File: src/source/tile_defs.svh
`ifndef TILE_DEFS_SVH
`define TILE_DEFS_SVH

// physical address and data word
`define PADDR_WIDTH 40
`define DATA_WIDTH 64

// instruction fetch port and data port
`define NUM_SRC 2

// everything at or above this goes to DRAM
`define DRAM_BASE 40'h00_8000_0000

// device field of a local address
`define CFG_DEV_ID 4'd2

// configuration register offsets within the cfg device
`define CFG_FREEZE_OFS 20'h0_0004
`define CFG_NPC_OFS 20'h0_0008
`define CFG_CORE_ID_OFS 20'h0_000c
`define CFG_HIO_MASK_OFS 20'h0_001c

// configuration field widths
`define CORE_ID_WIDTH 6
`define HIO_WIDTH 4

`endif

File: src/source/addr_map_pkg.sv
`include "tile_defs.svh"

package addr_map_pkg;

  // local view of a physical address
  //   hio    39:36
  //   unused 35:30
  //   tile   29:24
  //   dev    23:20
  //   offset 19:0
  typedef struct packed {
    logic [`HIO_WIDTH-1:0]     hio;
    logic [5:0]                unused;
    logic [`CORE_ID_WIDTH-1:0] tile;
    logic [3:0]                dev;
    logic [19:0]               offset;
  } tile_local_addr_t;

  // same 40 bits, either compared whole against the DRAM base
  // or split into the local fields
  typedef union packed {
    logic [`PADDR_WIDTH-1:0] raw;
    tile_local_addr_t        local_addr;
  } tile_addr_u;

  // devices that remain in the tile
  typedef enum logic {
    dest_cfg      = 1'b0,
    dest_loopback = 1'b1
  } dest_e;

endpackage

File: src/source/mem_msg_pkg.sv
`include "tile_defs.svh"

package mem_msg_pkg;

  import addr_map_pkg::*;

  typedef enum logic {
    op_read  = 1'b0,
    op_write = 1'b1
  } opcode_e;

  // forward message, one beat per request
  typedef struct packed {
    opcode_e                 opcode;
    tile_addr_u              addr;
    logic [`DATA_WIDTH-1:0]  data;
    logic                    src_id;
  } fwd_msg_t;

  // reverse message, src_id names the port the response returns to
  typedef struct packed {
    opcode_e                 opcode;
    logic [`DATA_WIDTH-1:0]  data;
    logic                    src_id;
  } rev_msg_t;

  // configuration state leaving the tile
  typedef struct packed {
    logic                      freeze;
    logic [`PADDR_WIDTH-1:0]   boot_npc;
    logic [`CORE_ID_WIDTH-1:0] core_id;
    logic [`HIO_WIDTH-1:0]     hio_mask;
    // room for the dropped cache mode fields
    logic [23:0]               spare;
  } cfg_bus_t;

endpackage

File: src/source/fwd_dest_decoder.sv
`timescale 1ns/1ps

`include "tile_defs.svh"

module fwd_dest_decoder
  import addr_map_pkg::*;
  (input tile_addr_u                 addr_i
   , input [`CORE_ID_WIDTH-1:0]      core_id_i

   , output dest_e                   dest_o
   );

  logic is_local;
  logic is_hio_zero;
  logic is_cfg_dev;
  logic is_my_tile;
  logic is_cfg_fwd;

  // below DRAM base means the local field view applies
  assign is_local = (addr_i.raw < `DRAM_BASE);

  // nonzero hio belongs to another host I/O domain
  assign is_hio_zero = (addr_i.local_addr.hio == '0);

  assign is_cfg_dev = (addr_i.local_addr.dev == `CFG_DEV_ID);

  // tile field has to name this core
  assign is_my_tile = (addr_i.local_addr.tile == core_id_i);

  assign is_cfg_fwd = is_local & is_hio_zero & is_cfg_dev & is_my_tile;

  // other cores, other devices and DRAM all fall to loopback
  always_comb
  begin
    if (is_cfg_fwd)
    begin
      dest_o = dest_cfg;
    end
    else
    begin
      dest_o = dest_loopback;
    end
  end

endmodule

File: src/source/fwd_arbiter.sv
`timescale 1ns/1ps

`include "tile_defs.svh"

module fwd_arbiter
  import addr_map_pkg::*;
  import mem_msg_pkg::*;
  (input                              clk_i
   , input                            arst_n_i

   , input fwd_msg_t [`NUM_SRC-1:0]   src_fwd_i
   , input [`NUM_SRC-1:0]             src_fwd_v_i
   , input dest_e [`NUM_SRC-1:0]      src_dest_i
   , output logic [`NUM_SRC-1:0]      src_fwd_ready_o

   , output fwd_msg_t                 cfg_fwd_o
   , output logic                     cfg_fwd_v_o
   , input                            cfg_fwd_ready_i
   , output fwd_msg_t                 lb_fwd_o
   , output logic                     lb_fwd_v_o
   , input                            lb_fwd_ready_i

   , input rev_msg_t                  cfg_rev_i
   , input                            cfg_rev_v_i
   , output logic                     cfg_rev_ready_o
   , input rev_msg_t                  lb_rev_i
   , input                            lb_rev_v_i
   , output logic                     lb_rev_ready_o

   , output rev_msg_t [`NUM_SRC-1:0]  src_rev_o
   , output logic [`NUM_SRC-1:0]      src_rev_v_o
   , input [`NUM_SRC-1:0]             src_rev_ready_i
   );

  logic     busy_r;
  logic     prio_r;
  logic     sel;
  logic     any_v;
  fwd_msg_t fwd_msg;
  dest_e    fwd_dest;
  logic     dest_ready;
  logic     fwd_fire;
  rev_msg_t rev_msg;
  logic     rev_v;
  logic     rev_fire;

  // favoured source first, else the other one
  assign sel   = src_fwd_v_i[prio_r] ? prio_r : ~prio_r;
  assign any_v = |src_fwd_v_i;

  // stamp the granted port so the response finds its way back
  always_comb
  begin
    fwd_msg        = src_fwd_i[sel];
    fwd_msg.src_id = sel;
  end
  assign fwd_dest = src_dest_i[sel];

  assign cfg_fwd_o   = fwd_msg;
  assign lb_fwd_o    = fwd_msg;
  assign cfg_fwd_v_o = ~busy_r & any_v & (fwd_dest == dest_cfg);
  assign lb_fwd_v_o  = ~busy_r & any_v & (fwd_dest == dest_loopback);

  assign dest_ready = (fwd_dest == dest_cfg) ? cfg_fwd_ready_i : lb_fwd_ready_i;
  assign fwd_fire   = ~busy_r & any_v & dest_ready;

  always_comb
  begin
    src_fwd_ready_o      = '0;
    src_fwd_ready_o[sel] = ~busy_r & dest_ready & src_fwd_v_i[sel];
  end

  // at most one slice holds a response since only one request is open
  assign rev_msg  = cfg_rev_v_i ? cfg_rev_i : lb_rev_i;
  assign rev_v    = cfg_rev_v_i | lb_rev_v_i;
  assign rev_fire = rev_v & src_rev_ready_i[rev_msg.src_id];

  assign cfg_rev_ready_o = src_rev_ready_i[cfg_rev_i.src_id];
  assign lb_rev_ready_o  = src_rev_ready_i[lb_rev_i.src_id];

  always_comb
  begin
    for (int i = 0; i < `NUM_SRC; i++)
    begin
      src_rev_o[i]   = rev_msg;
      src_rev_v_o[i] = rev_v & (rev_msg.src_id == 1'(i));
    end
  end

  // grant locks from the forward transfer to the response transfer
  always_ff @(posedge clk_i or negedge arst_n_i)
  begin
    if (!arst_n_i)
    begin
      busy_r <= 1'b0;
      prio_r <= 1'b0;
    end
    else if (fwd_fire)
    begin
      busy_r <= 1'b1;
      prio_r <= ~sel;
    end
    else if (rev_fire)
    begin
      busy_r <= 1'b0;
    end
  end

  a_one_slice: assert property (@(posedge clk_i) disable iff (!arst_n_i)
    !(cfg_fwd_v_o && lb_fwd_v_o));

  // a slice only answers a request this arbiter has let through
  a_rev_when_busy: assert property (@(posedge clk_i) disable iff (!arst_n_i)
    rev_v |-> busy_r);

endmodule

File: src/source/cfg_slice.sv
`timescale 1ns/1ps

`include "tile_defs.svh"

module cfg_slice
  import mem_msg_pkg::*;
  (input                    clk_i
   , input                  arst_n_i

   , input fwd_msg_t        fwd_i
   , input                  fwd_v_i
   , output logic           fwd_ready_o

   , output rev_msg_t       rev_o
   , output logic           rev_v_o
   , input                  rev_ready_i

   , output cfg_bus_t       cfg_bus_o
   );

  logic                      freeze_r;
  logic [`PADDR_WIDTH-1:0]   boot_npc_r;
  logic [`CORE_ID_WIDTH-1:0] core_id_r;
  logic [`HIO_WIDTH-1:0]     hio_mask_r;

  rev_msg_t               rev_r;
  logic                   rev_v_r;
  logic                   fwd_fire;
  logic                   is_write;
  logic [`DATA_WIDTH-1:0] rd_data;

  // no new request while a response waits
  assign fwd_ready_o = ~rev_v_r;
  assign fwd_fire    = fwd_v_i & fwd_ready_o;
  assign is_write    = (fwd_i.opcode == op_write);

  // zero-extended read, unknown offsets read as zero
  always_comb
  begin
    rd_data = '0;
    case (fwd_i.addr.local_addr.offset)
      `CFG_FREEZE_OFS:   rd_data[0] = freeze_r;
      `CFG_NPC_OFS:      rd_data[`PADDR_WIDTH-1:0] = boot_npc_r;
      `CFG_CORE_ID_OFS:  rd_data[`CORE_ID_WIDTH-1:0] = core_id_r;
      `CFG_HIO_MASK_OFS: rd_data[`HIO_WIDTH-1:0] = hio_mask_r;
      default:           rd_data = '0;
    endcase
  end

  // core comes out of reset frozen
  always_ff @(posedge clk_i or negedge arst_n_i)
  begin
    if (!arst_n_i)
    begin
      freeze_r   <= 1'b1;
      boot_npc_r <= '0;
      core_id_r  <= '0;
      hio_mask_r <= '0;
    end
    else if (fwd_fire && is_write)
    begin
      case (fwd_i.addr.local_addr.offset)
        `CFG_FREEZE_OFS:   freeze_r   <= fwd_i.data[0];
        `CFG_NPC_OFS:      boot_npc_r <= fwd_i.data[`PADDR_WIDTH-1:0];
        `CFG_CORE_ID_OFS:  core_id_r  <= fwd_i.data[`CORE_ID_WIDTH-1:0];
        `CFG_HIO_MASK_OFS: hio_mask_r <= fwd_i.data[`HIO_WIDTH-1:0];
        default:           ;
      endcase
    end
  end

  always_ff @(posedge clk_i or negedge arst_n_i)
  begin
    if (!arst_n_i)
    begin
      rev_v_r <= 1'b0;
    end
    else if (fwd_fire)
    begin
      rev_v_r <= 1'b1;
    end
    else if (rev_ready_i)
    begin
      rev_v_r <= 1'b0;
    end
  end

  // write responses carry zero data
  always_ff @(posedge clk_i)
  begin
    if (fwd_fire)
    begin
      rev_r.opcode <= fwd_i.opcode;
      rev_r.data   <= is_write ? '0 : rd_data;
      rev_r.src_id <= fwd_i.src_id;
    end
  end

  assign rev_o   = rev_r;
  assign rev_v_o = rev_v_r;

  assign cfg_bus_o.freeze   = freeze_r;
  assign cfg_bus_o.boot_npc = boot_npc_r;
  assign cfg_bus_o.core_id  = core_id_r;
  assign cfg_bus_o.hio_mask = hio_mask_r;
  assign cfg_bus_o.spare    = '0;

  a_rev_hold: assert property (@(posedge clk_i) disable iff (!arst_n_i)
    rev_v_o && !rev_ready_i |=> rev_v_o && $stable(rev_o));

endmodule

File: src/source/loopback_slice.sv
`timescale 1ns/1ps

module loopback_slice
  import mem_msg_pkg::*;
  (input                    clk_i
   , input                  arst_n_i

   , input fwd_msg_t        fwd_i
   , input                  fwd_v_i
   , output logic           fwd_ready_o

   , output rev_msg_t       rev_o
   , output logic           rev_v_o
   , input                  rev_ready_i
   );

  opcode_e opcode_r;
  logic    src_id_r;
  logic    rev_v_r;
  logic    fwd_fire;

  assign fwd_ready_o = ~rev_v_r;
  assign fwd_fire    = fwd_v_i & fwd_ready_o;

  always_ff @(posedge clk_i or negedge arst_n_i)
  begin
    if (!arst_n_i)
    begin
      rev_v_r <= 1'b0;
    end
    else if (fwd_fire)
    begin
      rev_v_r <= 1'b1;
    end
    else if (rev_ready_i)
    begin
      rev_v_r <= 1'b0;
    end
  end

  // echo the header, data is always zero
  always_ff @(posedge clk_i)
  begin
    if (fwd_fire)
    begin
      opcode_r <= fwd_i.opcode;
      src_id_r <= fwd_i.src_id;
    end
  end

  assign rev_o.opcode = opcode_r;
  assign rev_o.data   = '0;
  assign rev_o.src_id = src_id_r;
  assign rev_v_o      = rev_v_r;

  a_rev_hold: assert property (@(posedge clk_i) disable iff (!arst_n_i)
    rev_v_o && !rev_ready_i |=> rev_v_o && $stable(rev_o));

endmodule

File: src/source/tile_io_router.sv
`timescale 1ns/1ps

`include "tile_defs.svh"

module tile_io_router
  import addr_map_pkg::*;
  import mem_msg_pkg::*;
  (input                              clk_i
   , input                            arst_n_i

   , input fwd_msg_t [`NUM_SRC-1:0]   src_fwd_i
   , input [`NUM_SRC-1:0]             src_fwd_v_i
   , output logic [`NUM_SRC-1:0]      src_fwd_ready_o

   , output rev_msg_t [`NUM_SRC-1:0]  src_rev_o
   , output logic [`NUM_SRC-1:0]      src_rev_v_o
   , input [`NUM_SRC-1:0]             src_rev_ready_i

   , output cfg_bus_t                 cfg_bus_o
   );

  cfg_bus_t              cfg_bus;
  dest_e [`NUM_SRC-1:0]  src_dest;

  fwd_msg_t cfg_fwd;
  logic     cfg_fwd_v;
  logic     cfg_fwd_ready;
  rev_msg_t cfg_rev;
  logic     cfg_rev_v;
  logic     cfg_rev_ready;

  fwd_msg_t lb_fwd;
  logic     lb_fwd_v;
  logic     lb_fwd_ready;
  rev_msg_t lb_rev;
  logic     lb_rev_v;
  logic     lb_rev_ready;

  // one decoder per source, tile match uses the live core id
  for (genvar i = 0; i < `NUM_SRC; i++)
  begin : g_dec
    fwd_dest_decoder u_dec
      (.addr_i(src_fwd_i[i].addr)
       ,.core_id_i(cfg_bus.core_id)
       ,.dest_o(src_dest[i])
       );
  end

  fwd_arbiter u_arb
    (.clk_i(clk_i)
     ,.arst_n_i(arst_n_i)
     ,.src_fwd_i(src_fwd_i)
     ,.src_fwd_v_i(src_fwd_v_i)
     ,.src_dest_i(src_dest)
     ,.src_fwd_ready_o(src_fwd_ready_o)
     ,.cfg_fwd_o(cfg_fwd)
     ,.cfg_fwd_v_o(cfg_fwd_v)
     ,.cfg_fwd_ready_i(cfg_fwd_ready)
     ,.lb_fwd_o(lb_fwd)
     ,.lb_fwd_v_o(lb_fwd_v)
     ,.lb_fwd_ready_i(lb_fwd_ready)
     ,.cfg_rev_i(cfg_rev)
     ,.cfg_rev_v_i(cfg_rev_v)
     ,.cfg_rev_ready_o(cfg_rev_ready)
     ,.lb_rev_i(lb_rev)
     ,.lb_rev_v_i(lb_rev_v)
     ,.lb_rev_ready_o(lb_rev_ready)
     ,.src_rev_o(src_rev_o)
     ,.src_rev_v_o(src_rev_v_o)
     ,.src_rev_ready_i(src_rev_ready_i)
     );

  cfg_slice u_cfg
    (.clk_i(clk_i)
     ,.arst_n_i(arst_n_i)
     ,.fwd_i(cfg_fwd)
     ,.fwd_v_i(cfg_fwd_v)
     ,.fwd_ready_o(cfg_fwd_ready)
     ,.rev_o(cfg_rev)
     ,.rev_v_o(cfg_rev_v)
     ,.rev_ready_i(cfg_rev_ready)
     ,.cfg_bus_o(cfg_bus)
     );

  loopback_slice u_lb
    (.clk_i(clk_i)
     ,.arst_n_i(arst_n_i)
     ,.fwd_i(lb_fwd)
     ,.fwd_v_i(lb_fwd_v)
     ,.fwd_ready_o(lb_fwd_ready)
     ,.rev_o(lb_rev)
     ,.rev_v_o(lb_rev_v)
     ,.rev_ready_i(lb_rev_ready)
     );

  assign cfg_bus_o = cfg_bus;

endmodule

File: config.mk
export PLATFORM = sky130hd
export DESIGN_NAME = tile_io_router
export DESIGN_NICKNAME = d
export VERILOG_FILES = /design/src/source/addr_map_pkg.sv /design/src/source/mem_msg_pkg.sv /design/src/source/fwd_dest_decoder.sv /design/src/source/fwd_arbiter.sv /design/src/source/cfg_slice.sv /design/src/source/loopback_slice.sv /design/src/source/tile_io_router.sv
export VERILOG_INCLUDE_DIRS = /design/src /design/src/source
export SDC_FILE = /design/constraint.sdc
export NUM_CORES = 1
export LEC_CHECK = 0
export BUFFER_PORTS_ARGS = -buffer_cell sky130_fd_sc_hd__buf_2
export CAP_MARGIN = 25
export CELL_PAD_IN_SITES_DETAIL_PLACEMENT = 1
export CELL_PAD_IN_SITES_GLOBAL_PLACEMENT = 2
export CORE_MARGIN = 3
export CORE_UTILIZATION = 23
export CTS_CLUSTER_SIZE = 25
export DETAILED_ROUTE_END_ITERATION = 10
export PLACE_DENSITY = 0.89
export REMOVE_ABC_BUFFERS = 1
export SLEW_MARGIN = 25
export SYNTH_ARGS = -nofsm -noshare
export SYNTH_HDL_FRONTEND = slang
export SYNTH_SLANG_ARGS = --single-unit
File: constraint.sdc
create_clock -name clk_i -period 4 [get_ports clk_i]
set_input_delay 0.8 -clock clk_i [delete_from_list [all_inputs] [get_ports clk_i]]
set_output_delay 0.8 -clock clk_i [all_outputs]
set_load 0.005 [all_outputs]
# Word-level counts from Yosys, hierarchy flattened
# Index checks and enable logic that the tools add are counted.
totals:
  wordCells: 101
  register_bits: 123
op_classes:
  n_reduce_logical: 13
  order_cmp: 8
  mux: 30
  n_eq_ne: 8
  bitwise: 27
op_table:
  columns: ["cell", "n"]
  rows:
  - ["$mux 106", 2]
  - ["$lt 40x32->1 const B", 2]
  - ["$mux 66", 1]
  - ["$eq 20x4->1 const B", 2]
  - ["$mux 1", 23]
  - ["$eq 20x3->1 const B", 1]
  - ["$eq 20x5->1 const B", 1]
  - ["$and 1x1->1", 17]
  - ["$eq 6x6->1", 2]
  - ["$lt 1x2->1 const B", 5]
  - ["$pmux 3 s3", 1]
  - ["$eq 4x2->1 const B", 2]
  - ["$logic_not 4->1", 2]
  - ["$not 1->1", 8]
  - ["$reduce_and 2->1", 4]
  - ["$reduce_bool 2->1", 3]
  - ["$pmux 1 s4", 1]
  - ["$pmux 2 s2", 1]
  - ["$reduce_or 2->1", 2]
  - ["$and 2x2->2", 1]
  - ["$logic_and 1x1->1", 2]
  - ["$demux 1 s1", 1]
  - ["$ge 1x1->1 const B", 1]
  - ["$or 1x1->1", 1]

# Longest topological paths before layout
logic_depth:
  ltp_word: 12
  mapped_depth: 9
  depth_no_buf: 7

# Modules after synthesis
# Synthesis repeated with hierarchy kept, for this count alone.
hier_totals:
  hier_cells: 773
  hier_area_um2: 8605.8
modules_own_cells:
  columns: ["mod", "cells_each", "seq_area_each_um2", "area_per_inst_um2", "instances"]
  rows:
  - ["cfg_slice", 285, 2563.7, 4126.5, 1]
  - ["fwd_arbiter", 389, 50.0, 3647.2, 1]
  - ["loopback_slice", 73, 85.1, 604.3, 1]
  - ["fwd_dest_decoder", 13, 0.0, 113.9, 2]

# Worst setup path after synthesis
# OpenSTA, ideal clock, no wires.
synth_path:
  path_type: "input to register"
  start: "input src_fwd_i[97] in the netlist's numbering"
  end: "register u_cfg.rev_r, in the netlist u_cfg.rev_o[0], enable pin"
  path_buffers: 0
  stages: 5
  required_time_ns: 3.559
  arrival_ns: 3.526
  slack_ns: 0.033
  cell_sequence: "nor4b_1 nand4_1 nor4b_1 nor2_1 nor2_1"
synth_between:
  elab_chain_cells: 10
synth_lines:
  columns: ["element", "line_no", "text"]
  rows:
  - ["from (decl)", "tile_io_router.sv:11", ", input fwd_msg_t [`NUM_SRC-1:0] src_fwd_i"]
  - ["$lt 40x32->1 (no line)", null, null]
  - ["$and 1x1->1 (3 in series)", "fwd_dest_decoder.sv:30", "assign is_cfg_fwd = is_local & is_hio_zero & is_cfg_dev & is_my_tile;"]
  - ["$mux 1", "fwd_dest_decoder.sv:35", "if (is_cfg_fwd)"]
  - ["$mux 1 (not written as such) (2 in series)", "fwd_arbiter.sv:57", "assign fwd_dest = src_dest_i[sel];"]
  - ["$not 1->1", "fwd_arbiter.sv:61", "assign cfg_fwd_v_o = ~busy_r & any_v & (fwd_dest == dest_cfg);"]
  - ["$and 1x1->1", "fwd_arbiter.sv:61", null]
  - ["$and 1x1->1", "cfg_slice.sv:34", "assign fwd_fire = fwd_v_i & fwd_ready_o;"]
  - ["net u_cfg.fwd_fire", "cfg_slice.sv:28", "logic fwd_fire;"]
  - ["to (decl)", "cfg_slice.sv:26", "rev_msg_t rev_r;"]
# The timed path passes the listed nets, and every way through them passes these cells. The select of a mux whose other input is x is not followed.
# A chain may end at the register's enable or synchronous reset.

# Worst setup path after layout
layout_path:
  start: "input src_fwd_i[103] in the netlist's numbering"
  end: "output src_fwd_ready_o[0]"
layout_between:
  elab_chain_cells: 11
layout_lines:
  columns: ["element", "line_no", "text"]
  rows:
  - ["$lt 40x32->1 (no line) or $logic_not 4->1 (tied branches)", null, null]
  - ["$and 1x1->1 * (3 in series)", "fwd_dest_decoder.sv:30", null]
  - ["$mux 1 *", "fwd_dest_decoder.sv:35", null]
  - ["$mux 1 (not written as such) * (2 in series)", "fwd_arbiter.sv:57", null]
  - ["$mux 1 *", "fwd_arbiter.sv:64", "assign dest_ready = (fwd_dest == dest_cfg) ? cfg_fwd_ready_i : lb_fwd_ready_i;"]
  - ["$and 1x1->1 * (2 in series)", "fwd_arbiter.sv:70", "src_fwd_ready_o[sel] = ~busy_r & dest_ready & src_fwd_v_i[sel];"]
  - ["$and 2x2->2 (no line) *", null, null]
  - ["to (decl)", "tile_io_router.sv:13", ", output logic [`NUM_SRC-1:0] src_fwd_ready_o"]
# Mark *: on every way between the ends. The rest lies on a longest branch, timed or not. The select of a mux whose other input is x is not followed.

==> results by group <==
Synth
  – Syn_area_per_cell: 10.3 um^2
  – Yosys warnings: 0
  – Synthesized cell area: slightly above 6000 um^2
  – Yosys top cell area share: about 22%
  – Largest cells by area after synthesis: dfrtp_1 22%, edfxtp_1 22%, buf_4 14%
  – Share of flip-flops with an asynchronous set or reset: 55.6%
  – Post-synth top cells: 115 x buf_4, 75 x and2_1, 72 x nand2_1
  – Cells after synthesis: 589
  – Sequential element share of the synthesized area: 44.6%
  – Synth Register Bits: between 90 and 100
  – Ys flop type: dfrtp_1
  – Dominant cell by count in the synthesized netlist: buf_4
  – Synth area leader: dfrtp_1
  – Post-synth EDFFs: 44
  – Post-synth cell types: 52

Clock network
  – Post-cts sizing count: 0
  – # hold bufs at CTS: 0
  – CTS Buf Count: 9
  – CTS root buffer: clkbuf_16
  – Maximum clock path buffer count: 2
  – Clock slew at reported path FFs: around 70 ps
  – Clock Sink Count: 99
  – CTS tree: yes
  – H-tree depth: 3
  – Clk_lat worst skew: between 300 and 400 ps
  – Buffer count from post-CTS setup fixing: 0

Critical path
  – Crit end category: primary output
  – CP Class: input pin to primary output
  – Critical Path AT: 2680 ps
  – CP required: about 3200 ps
  – Crit-path cells: buf_2, nor3_1, nand4_1, nor4b_1, buf_4, nor3_1, nor2b_1, nor2_1, buf_2
  – CP peak stage delay: 440 ps
  – Crit path max fanout: 4
  – Crit path launch type: input pin
  – Slowest CP cell: nor4b_1

STA
  – Max Slew Vio Count: 0
  – Minimum clock period: roughly 3500 ps
  – Worst Skew: between 10 and 15 ps
  – Setup TNS Final: 0 ps
  – Period utilization: ~87%
  – Slew HR: around half
  – Final setup fails: 0
  – RSZ-0062 raised after global routing: false
  – Final Hold Viols: 0
  – Slew @ Worst Pin: roughly 710 ps
  – FMAX: around 0.29 GHz

Floorplan
  – Area of the die: around 28000 um^2
  – Ports: around 430
  – Initial Util: 23.7%
  – Num rows: 58
  – Die Span X: 168 um
  – Die height: around 170 um
  – Core ar.: between 20000 and 30000 um^2

Route
  – Final wirelength: around 20000 um
  – Final ANT Viol Nets: 0
  – Pre-antenna DRT Iters: 4
  – DRT iter0 DRCs: around 180
  – DRC viols: 0
  – Routed WL per cell: roughly 17 um
  – Vias per std cell: roughly 4.2
  – Via count: a little under 5000

Global route
  – Initial antenna violation count: 0
  – Tot GR Track Use: approximately 13%
  – Largest net degree at the start of global routing: 46
  – Vias in the first global route: around 5100
  – First-pass GRT wire length: about 30000 um
  – Total gr overflow: 0

Finish
  – Filler cells: about 3000
  – Layout cells sized above 1: 45.4%
  – Core Util, Final: roughly 30%
  – Diode count: 0
  – Syn-to-layout area delta: 27.0%
  – Nets: about 1100

Job
  – Max Cap Violations: 0

Place
  – Port bufs: a little over 300
  – Gpl congestion: 0.780
  – HPWL after DPL: 15500 um

Pwr
  – VDD IR max: 0.142 mV
  – Overall Power: 2.60 mW
  – Leakage Power: slightly above 4 nW
  – Pwr Density: roughly 340 nW/um^2

Outcome
  – Status: completed

Worst hold path
  – Class of the worst hold path: input pin to asynchronous set/reset pin
-- layer usage --
| metal | track usage, % | wire length (um) | share of wire, % | vias to the layer above |
|---|---|---|---|---|
| met4 | 3.98 | 295 | 1.5 | 0 |
| met2 | 23.8 | 10100 | 51 | 186 |
| met3 | 1.83 | 1030 | 5.2 | 17 |
| li1 | - | - | - | 2358 |
| met5 | 0 | 0 | 0 | - |
| met1 | 17.1 | 8450 | 42 | 2376 |
-- area by class of cell --
type,count,area (um^2),share of cell area (%)
timing repair buffer,315,1620,21.0
tap,330,413,5.37
multi-input combinational,419,2660,34.6
clock buffer,12,258,3.35
clock inverter,4,30.0,0.391
inverter,3,11.3,0.147
sequential,99,2700,35.1
-- metrics by stage --
stage | cell area (um^2) | hold WS, ps | setup slack (ps) | std cells
2_1_floorplan | 5340 | 456 | -7.93 | 521
3_3_place_gp | 7400 | 472 | 598 | 1166
3_5_place_dp | 7400 | 482 | 530 | 1166
4_1_cts | 7690 | 498 | 557 | 1182
5_1_grt | 7690 | 527 | 409 | 1182
6_report | 7690 | 495 | 523 | 1182
-- worst max-delay path, delay by kind of cell --
kind / cells / cell delay (ps)
buffers and inverters: 3 / 450
AND/OR/NAND/NOR: 6 / 1430
-- sequential cells by signal, indices dropped and copies added, names as in the netlist --
name	cells
u_arb.prio_r	1
u_cfg.boot_npc_r	40
u_cfg.freeze_r	1
u_lb.src_id_r	1
u_lb.opcode_r	1
u_cfg.core_id_r	6
u_lb.rev_v_o	1
u_arb.busy_r	1
u_cfg.rev_v_o	1
u_cfg.rev_o	42
u_cfg.hio_mask_r	4
-- worst paths after layout --
kind / cells after the start / end / slack (ps) / start
setup / recovery: 9 / src_fwd_ready_o[0] / 520 / src_fwd_i[103]
hold / removal: 1 / u_cfg.boot_npc_r[38] / 500 / arst_n_i
setup reg to reg: 8 / u_cfg.boot_npc_r[6] / 1020 / u_arb.prio_r
hold reg to reg: 2 / u_cfg.boot_npc_r[26] / 500 / u_cfg.boot_npc_r[26]
max in group asynchronous: 2 / u_cfg.freeze_r / 2570 / arst_n_i
min in group clk_i: 2 / u_cfg.boot_npc_r[26] / 500 / u_cfg.boot_npc_r[26]
-- placed cells by master (no fill, tap or decap), types with 3 or more instances in the layout --
master / Yosys / layout
buf_4: 115 / 10
o21ai_2: 30 / 30
inv_4: 0 / 3
nor2b_1: 3 / 3
conb_1: 1 / 72
a21oi_1: 5 / 5
nand2_1: 72 / 72
xnor2_1: 11 / 11
mux2_2: 16 / 16
o21ai_0: 8 / 8
and2_1: 75 / 75
inv_1: 3 / 3
nor2_1: 13 / 12
mux2i_1: 40 / 40
nand3_1: 8 / 8
clkbuf_16: 0 / 10
buf_2: 4 / 304
nor3_1: 9 / 9
nand4_1: 6 / 6
dfrtp_1: 54 / 54
nor4_1: 10 / 10
a221o_1: 3 / 3
edfxtp_1: 44 / 44
-- report_power, final --
part | switching (mW) | total, mW | internal (mW)
logic | 0.383 | 0.629 | 0.246
registers | 0.0193 | 1.10 | 1.08
clock network | 0.405 | 0.872 | 0.467
-- logic make-up (layout without fill, tap and decap cells) --
logic type	after synthesis	count (layout)	synth area share [%]
buf+inv	142	334	16.4
simple gates	213	213	18.8
other cells	1	72	0.0620
mux	58	58	9.97
xor+xnor	12	12	1.74
flops	99	99	44.6
compound gates	64	64	8.44
Power figures use the tool's default switching activity.
